### config.mk
export PLATFORM = sky130hd
export DESIGN_NAME = exec_cluster
export DESIGN_NICKNAME = d
export VERILOG_FILES = /design/src/common/exec_pkg.sv /design/src/exu/exu_lane.sv /design/src/hw/issue_dispatch.sv /design/src/hw/result_retire.sv /design/src/hw/exec_cluster.sv
export VERILOG_INCLUDE_DIRS = /design/src /design/src/common
export SDC_FILE = /design/constraint.sdc
export NUM_CORES = 1
export LEC_CHECK = 0
export ABC_AREA = 1
export BUFFER_PORTS_ARGS = -buffer_cell sky130_fd_sc_hd__buf_4
export CAP_MARGIN = 20
export CORE_ASPECT_RATIO = 1.1
export CORE_MARGIN = 2
export CORE_UTILIZATION = 40
export DETAILED_ROUTE_END_ITERATION = 12
export RECOVER_POWER = 100
export SETUP_SLACK_MARGIN = 0.15
export SLEW_MARGIN = 5
export SYNTH_ARGS = -nofsm -noshare
export SYNTH_HDL_FRONTEND = slang
export SYNTH_SLANG_ARGS = --single-unit
### constraint.sdc
create_clock -name clock -period 9.9 [get_ports clock]
set_clock_uncertainty 0.15 [all_clocks]
set_input_delay 0.495 -clock clock [delete_from_list [all_inputs] [get_ports clock]]
set_output_delay 0.495 -clock clock [all_outputs]
set_load 0.02 [all_outputs]
### src/common/exec_cluster_config.svh
`ifndef EXEC_CLUSTER_CONFIG_SVH
`define EXEC_CLUSTER_CONFIG_SVH

// number of execute lanes, also the in-flight limit.
`define EXEC_LANES 3

// datapath width of an RV32 core.
`define EXEC_XLEN 32

`endif

### src/common/exec_pkg.sv
`include "exec_cluster_config.svh"

package exec_pkg;

    typedef enum logic [3:0] {
        ALU_ADD  = 4'd0,
        ALU_SUB  = 4'd1,
        ALU_SLL  = 4'd2,
        ALU_SLT  = 4'd3,
        ALU_SLTU = 4'd4,
        ALU_XOR  = 4'd5,
        ALU_SRL  = 4'd6,
        ALU_SRA  = 4'd7,
        ALU_OR   = 4'd8,
        ALU_AND  = 4'd9
    } alu_op_e;

    // how the raw immediate field turns into an operand.
    typedef enum logic [1:0] {
        IMM_I12 = 2'd0, // sign-extended 12 bits.
        IMM_U20 = 2'd1, // upper 20 bits.
        IMM_J20 = 2'd2, // sign-extended 20 bits, halfword aligned.
        IMM_U5  = 2'd3  // zero-extended 5 bits.
    } imm_kind_e;

    typedef enum logic [1:0] {
        SRC1_RS1  = 2'd0,
        SRC1_PC   = 2'd1,
        SRC1_ZERO = 2'd2
    } src1_sel_e;

    typedef enum logic [1:0] {
        SRC2_IMM  = 2'd0,
        SRC2_RS2  = 2'd1,
        SRC2_CSR  = 2'd2,
        SRC2_ZERO = 2'd3
    } src2_sel_e;

    typedef struct packed {
        logic [`EXEC_XLEN-1:0] pc;
        logic [`EXEC_XLEN-1:0] rs1_value;
        logic [`EXEC_XLEN-1:0] rs2_value;
        logic [`EXEC_XLEN-1:0] csr_value;
        logic [`EXEC_XLEN-1:0] imm;
        imm_kind_e             imm_kind;
        alu_op_e               alu_op;
        src1_sel_e             src1_sel;
        src2_sel_e             src2_sel;
        logic                  invert;   // flips bit 0, slt used as sge.
        logic [4:0]            rd;
        logic                  reg_write;
        logic                  mem_read;
        logic                  mem_write;
    } uop_t;

    typedef struct packed {
        logic [`EXEC_XLEN-1:0] value;
        logic [`EXEC_XLEN-1:0] store_data;
        logic [`EXEC_XLEN-1:0] pc;
        logic [4:0]            rd;
        logic                  reg_write;
        logic                  mem_read;
        logic                  mem_write;
    } result_t;

endpackage

### src/exu/exu_lane.sv
`timescale 1ns/1ps
`include "exec_cluster_config.svh"

module exu_lane (
    input  logic              clock,
    input  logic              reset,
    input  logic              load,
    input  exec_pkg::uop_t    uop,
    input  logic              pop,
    output logic              busy,
    output exec_pkg::result_t result
);
    import exec_pkg::*;

    logic [`EXEC_XLEN-1:0] imm_value;
    logic [`EXEC_XLEN-1:0] src1;
    logic [`EXEC_XLEN-1:0] src2;
    logic [`EXEC_XLEN-1:0] alu_out;
    logic [4:0]            shamt;
    result_t               result_next;

    // immediate forming.
    always_comb begin
        unique case (uop.imm_kind)
            IMM_I12: imm_value = {{(`EXEC_XLEN-12){uop.imm[11]}}, uop.imm[11:0]};
            IMM_U20: imm_value = uop.imm << 12;
            IMM_J20: imm_value = {{(`EXEC_XLEN-21){uop.imm[19]}}, uop.imm[19:0], 1'b0};
            IMM_U5:  imm_value = {{(`EXEC_XLEN-5){1'b0}}, uop.imm[4:0]};
            default: imm_value = '0;
        endcase
    end

    always_comb begin
        unique case (uop.src1_sel)
            SRC1_RS1: src1 = uop.rs1_value;
            SRC1_PC:  src1 = uop.pc;
            default:  src1 = '0; // zero select and the unused code.
        endcase
    end

    always_comb begin
        unique case (uop.src2_sel)
            SRC2_IMM: src2 = imm_value;
            SRC2_RS2: src2 = uop.rs2_value;
            SRC2_CSR: src2 = uop.csr_value;
            default:  src2 = '0;
        endcase
    end

    assign shamt = src2[4:0];

    always_comb begin
        unique case (uop.alu_op)
            ALU_ADD:  alu_out = src1 + src2;
            ALU_SUB:  alu_out = src1 - src2;
            ALU_SLL:  alu_out = src1 << shamt;
            ALU_SLT:  alu_out = {{(`EXEC_XLEN-1){1'b0}}, $signed(src1) < $signed(src2)};
            ALU_SLTU: alu_out = {{(`EXEC_XLEN-1){1'b0}}, src1 < src2};
            ALU_XOR:  alu_out = src1 ^ src2;
            ALU_SRL:  alu_out = src1 >> shamt;
            ALU_SRA:  alu_out = $signed(src1) >>> shamt;
            ALU_OR:   alu_out = src1 | src2;
            ALU_AND:  alu_out = src1 & src2;
            default:  alu_out = '0;
        endcase
    end

    always_comb begin
        result_next.value      = alu_out ^ {{(`EXEC_XLEN-1){1'b0}}, uop.invert};
        result_next.store_data = uop.rs2_value;
        result_next.pc         = uop.pc;
        result_next.rd         = uop.rd;
        result_next.reg_write  = uop.reg_write;
        result_next.mem_read   = uop.mem_read;
        result_next.mem_write  = uop.mem_write;
    end

    // the dispatcher never loads a busy lane, so load and pop never meet here.
    always_ff @(posedge clock or posedge reset) begin
        if (reset) begin
            busy <= 1'b0;
        end else if (load) begin
            busy <= 1'b1;
        end else if (pop) begin
            busy <= 1'b0;
        end
    end

    always_ff @(posedge clock) begin
        if (load) begin
            result <= result_next; // held until popped.
        end
    end

endmodule

### src/hw/issue_dispatch.sv
`timescale 1ns/1ps
`include "exec_cluster_config.svh"

module issue_dispatch (
    input  logic                   clock,
    input  logic                   reset,
    input  logic                   in_valid,
    output logic                   in_ready,
    input  logic [`EXEC_LANES-1:0] lane_busy,
    output logic [`EXEC_LANES-1:0] lane_load
);

    localparam int PTR_W = (`EXEC_LANES > 1) ? $clog2(`EXEC_LANES) : 1;

    logic [PTR_W-1:0] issue_ptr;
    logic             in_fire;

    // registered busy only, no pop bypass.
    assign in_ready = ~lane_busy[issue_ptr];
    assign in_fire  = in_valid && in_ready;

    always_comb begin
        for (int i = 0; i < `EXEC_LANES; i++) begin
            lane_load[i] = in_fire && (issue_ptr == PTR_W'(i));
        end
    end

    always_ff @(posedge clock or posedge reset) begin
        if (reset) begin
            issue_ptr <= '0;
        end else if (in_fire) begin
            if (issue_ptr == PTR_W'(`EXEC_LANES - 1)) begin
                issue_ptr <= '0;
            end else begin
                issue_ptr <= issue_ptr + 1'b1;
            end
        end
    end

endmodule

### src/hw/result_retire.sv
`timescale 1ns/1ps
`include "exec_cluster_config.svh"

module result_retire (
    input  logic                                    clock,
    input  logic                                    reset,
    input  logic [`EXEC_LANES-1:0]                  lane_busy,
    input  exec_pkg::result_t [`EXEC_LANES-1:0]     lane_result,
    output logic [`EXEC_LANES-1:0]                  lane_pop,
    output logic                                    out_valid,
    output exec_pkg::result_t                       out_result,
    input  logic                                    out_ready
);

    localparam int PTR_W = (`EXEC_LANES > 1) ? $clog2(`EXEC_LANES) : 1;

    logic [PTR_W-1:0] retire_ptr;
    logic             out_fire;

    // same rotation as the dispatcher keeps program order.
    assign out_valid  = lane_busy[retire_ptr];
    assign out_result = lane_result[retire_ptr];
    assign out_fire   = out_valid && out_ready;

    always_comb begin
        for (int i = 0; i < `EXEC_LANES; i++) begin
            lane_pop[i] = out_fire && (retire_ptr == PTR_W'(i));
        end
    end

    always_ff @(posedge clock or posedge reset) begin
        if (reset) begin
            retire_ptr <= '0;
        end else if (out_fire) begin
            if (retire_ptr == PTR_W'(`EXEC_LANES - 1)) begin
                retire_ptr <= '0;
            end else begin
                retire_ptr <= retire_ptr + 1'b1;
            end
        end
    end

endmodule

### src/hw/exec_cluster.sv
`timescale 1ns/1ps
`include "exec_cluster_config.svh"

module exec_cluster (
    input  logic              clock,
    input  logic              reset,
    input  logic              in_valid,
    input  exec_pkg::uop_t    in_uop,
    output logic              in_ready,
    output logic              out_valid,
    output exec_pkg::result_t out_result,
    input  logic              out_ready
);
    import exec_pkg::*;

    logic [`EXEC_LANES-1:0]    lane_load;
    logic [`EXEC_LANES-1:0]    lane_busy;
    logic [`EXEC_LANES-1:0]    lane_pop;
    result_t [`EXEC_LANES-1:0] lane_result;

    issue_dispatch u_dispatch (
        .clock     (clock),
        .reset     (reset),
        .in_valid  (in_valid),
        .in_ready  (in_ready),
        .lane_busy (lane_busy),
        .lane_load (lane_load)
    );

    // every lane sees the micro-op, only the loaded one takes it.
    for (genvar g = 0; g < `EXEC_LANES; g++) begin : g_lane
        exu_lane u_lane (
            .clock  (clock),
            .reset  (reset),
            .load   (lane_load[g]),
            .uop    (in_uop),
            .pop    (lane_pop[g]),
            .busy   (lane_busy[g]),
            .result (lane_result[g])
        );
    end

    result_retire u_retire (
        .clock       (clock),
        .reset       (reset),
        .lane_busy   (lane_busy),
        .lane_result (lane_result),
        .lane_pop    (lane_pop),
        .out_valid   (out_valid),
        .out_result  (out_result),
        .out_ready   (out_ready)
    );

endmodule

==> results.py <==
metrics = {
    "run_status": {
        "status": "complete, but fails checks",
        "failed_checks": "max-capacitance violations, max-slew violations",
    },
    "power": {
        "switching_share_pct": 33.8,
        "p_clk_share_pct": 30.7,
        "p_int_mw": 2.79,
        "power_frac_seq_pct": 42.3,
        "p_leak_nw": 11.2,
        "p_switching_mw": 1.42,
        "pwr-share-comb_pct": 27.0,
        "powerDensity_nw_per_um2": 163,
        "peakVddDrop_mv": 0.101,
    },
    "sta": {
        "report.final.slew_viol_count": 428,
        "fin_crit_ns": 7.23,
        "worst_slew_pin_slew_ns": 3.69,
        "grt_setup_unrepaired": "no",
        "fmax_mhz": 138,
        "relSlewSlack_pct": -146,
        "worst_slack_ns": 2.67,
        "finalHoldViolCount": 0,
        "setup_viol": 0,
        "hold_slack_ns": 0.102,
        "min_period_over_period_pct": 73.1,
        "tns_ns": 0,
    },
    "final_layout": {
        "drive_above_1_share_pct": 7.20,
        "fill_cells": 5796,
        "nets": 3481,
        "syn2layout_area_growth_pct": 15.1,
        "fin_area_um2": 25800,
    },
    "critical_path": {
        "end_kind": "flip-flop",
        "required_ns": 9.87,
        "cp_num_buf_inv": 6,
        "arrival_ns": 7.20,
        "start_kind": "primary input",
        "path_cells": "clkbuf_1, inv_1, nand3_1, nand2_1, inv_1, nand2_1, nor2_4, buf_4, inv_4, ha_1, inv_2, nand3_1, nand3_1, a21boi_1, o21ai_0, nand3_1, nand2_1, o21ai_0, nand4_1",
        "worstPathMaxFanout": 40,
        "rr_worst_depth": 8,
        "crit_path_max_incr_delay_ns": 1.08,
        "slowest_stage": "clkbuf_1",
        "cp_top_family": "buffers and inverters",
        "critPathKind": "in2reg",
        "crit_top_cell": "nand3_1",
        "cp.depth": 19,
    },
    "place": {
        "placed_area_um2": 25100,
        "dp_hpwl_mm": 76.6,
        "port_buffers": 276,
        "pre_cts_ws_ns": 3.94,
        "place.gp.congestion": 1.03,
    },
    "yosys": {
        "synth.most_common_cell": "nand2_1",
        "netlist_area_um2": 22400,
        "synthTopCellsByCount": "nand2_1 (889), nand3_1 (428), edfxtp_1 (312)",
        "synth_cell_types": 59,
        "yosysTopAreaCellShare_pct": 41.7,
        "ys_top_cells_by_area": "edfxtp_1 (42%), nand2_1 (15%), nand3_1 (9.5%)",
        "synth_area_per_cell_um2": 7.57,
        "async_flop_share_pct": 2.19,
        "synth_edf_count": 312,
        "synth_flop_cell": "edfxtp_1",
        "ys_seq_area_share_pct": 42.5,
        "postSynthCellCount": 2964,
        "ys_warn_count": 0,
        "syn-num-nets": 3246,
        "yosys_register_bits": 319,
        "yosys.area.top_type": "edfxtp_1",
    },
    "global_routing": {
        "use_met2_pct": 52.7,
        "met3_usage_pct": 5.02,
        "busiest_layer": "met2",
        "grt_util_met1_pct": 45.6,
        "antenna_found_initial": 3,
        "grt_pass1_vias": 21100,
        "grt_start_max_net_pins": 75,
        "grt_usage_pct": 33.1,
        "grt_overflow_total": 0,
        "grt_pass1_wl_mm": 141,
    },
    "floorplan": {
        "fp.coreArea_um2": 55800,
        "io_pins": 289,
        "dieHeight_um": 252,
        "die_w_um": 230,
        "rows": 91,
        "start_util_pct": 40.2,
        "dieArea_um2": 58000,
    },
    "cts": {
        "clock-sinks": 319,
        "cts_tree": "done",
        "cts_made_buffers": 35,
        "cts-resized-gates": 0,
        "clk_path_buf_depth": 3,
        "post_cts_buffers": 0,
        "ctsHtreeMaxLevel": 2,
        "holdBufCountCts": 35,
        "clockRootBuffer": "clkbuf_16",
        "clk_transition_reported_paths_ns": 0.06,
        "clk_latency_ns": 0.53,
    },
    "route": {
        "dr.first_iter.drc_count": 2504,
        "drcViolationCount": 0,
        "wl_per_cell_um": 24.7,
        "drt_first_pass_iters": 8,
        "num_vias": 22500,
        "vias_per_cell": 5.67,
        "ant_nets": 0,
        "routed_wirelength_mm": 98.1,
    },
    "job": {
        "max_cap_viol_count": 11,
    },
    "hold_path": {
        "hold_depth": 1,
        "hp-class": "in2reg",
    },
}
==> layout by cell type (no fill, tap or decap), types with 3 or more instances in the layout <==
| master | instances |
|---|---|
| nand2_1 | 888 |
| nand3_1 | 428 |
| edfxtp_1 | 312 |
| inv_1 | 286 |
| clkbuf_1 | 191 |
| nor2_1 | 173 |
| a21oi_1 | 152 |
| o21ai_0 | 132 |
| buf_4 | 121 |
| ha_1 | 97 |
| a22oi_1 | 69 |
| clkbuf_16 | 36 |
| dlygate4sd3_1 | 35 |
| o21ai_1 | 33 |
| o22ai_1 | 30 |
| nand4_1 | 30 |
| nor3_1 | 28 |
| inv_2 | 14 |
| o21bai_1 | 13 |
| o211ai_1 | 13 |
| a221oi_1 | 11 |
| nand2_2 | 10 |
| a21o_1 | 9 |
| clkinv_1 | 8 |
| nor2_2 | 7 |
| dfrtp_1 | 7 |
| o21a_1 | 6 |
| nand2_4 | 5 |
| o21ai_2 | 5 |
| or2_2 | 5 |
| nor2_4 | 4 |
| xor2_1 | 4 |
| a31oi_1 | 4 |
| a21boi_0 | 4 |
| nand3b_1 | 4 |
| bufinv_16 | 4 |
| o221a_2 | 3 |
| nor4_1 | 3 |
==> metal layers <==
metal,vias to the layer above,part of all wire [%]
li1,10600,-
met1,10700,43
met2,1045,45
met3,143,7.7
met4,6,4.0
met5,-,0.045
==> power groups by stage <==
stage | clock network, mW | registers (mW) | logic (mW)
after global placement | 0 | 1.78 | 1.12
after detailed placement | 0 | 1.79 | 1.12
final | 1.29 | 1.78 | 1.14
after CTS | 1.32 | 1.76 | 1.14
after global routing | 1.36 | 1.80 | 1.24
after floorplan | 0 | 1.82 | 0.687
==> cells by family (layout without fill, tap and decap cells) <==
group	after synthesis	after routing	share of synthesized area (%)
adder cells (fa/ha/maj)	99	99	5.58
AO/OA/AOI/OAI	498	498	13.2
XOR/XNOR	5	5	0.195
flip-flops	319	319	42.5
AND/OR/NAND/NOR	1597	1597	30.4
buffers and inverters	446	706	8.03
other	0	1	0
==> final timing paths <==
path / start / end / slack, ns
min in group asynchronous: reset / g_lane[0].u_lane.busy / 0.33
worst max register to register: u_dispatch.issue_ptr[0] / g_lane[2].u_lane.result[88] / 3.95
worst min-delay path: in_uop[154] / g_lane[0].u_lane.result[15] / 0.10
worst max-delay path: in_uop[9] / g_lane[1].u_lane.result[101] / 2.67
worst min register to register: g_lane[2].u_lane.busy / g_lane[2].u_lane.busy / 0.37
max in group asynchronous: reset / g_lane[2].u_lane.busy / 9.04
==> per-stage QoR <==
stage | std cells | utilization [%] | power (mW)
CTS | 3968 | 47.6 | 4.23
finish | 3969 | 46.3 | 4.21
global route | 3968 | 46.3 | 4.39
detailed placement | 3871 | 44.9 | 2.92
floorplan | 2964 | - | 2.51
global placement | 3871 | 44.9 | 2.90
==> sequential cells by signal, indices dropped and copies added, names as in the netlist <==
register and count:
u_dispatch.issue_ptr 2, u_retire.retire_ptr 2, g_lane.u_lane.busy 3, g_lane.u_lane.result 312
==> final cells by class <==
class	instances	area (um^2)	area share, %
clock inverter	19	220	0.853
antenna	1	2.50	0.00969
sequential	319	9540	37.0
multi-input combinational	2199	11100	43.0
clock buffer	43	927	3.59
tap	744	931	3.60
timing repair buffer	341	1960	7.58
inverter	303	1140	4.42
(Power assumes the default switching activity.)
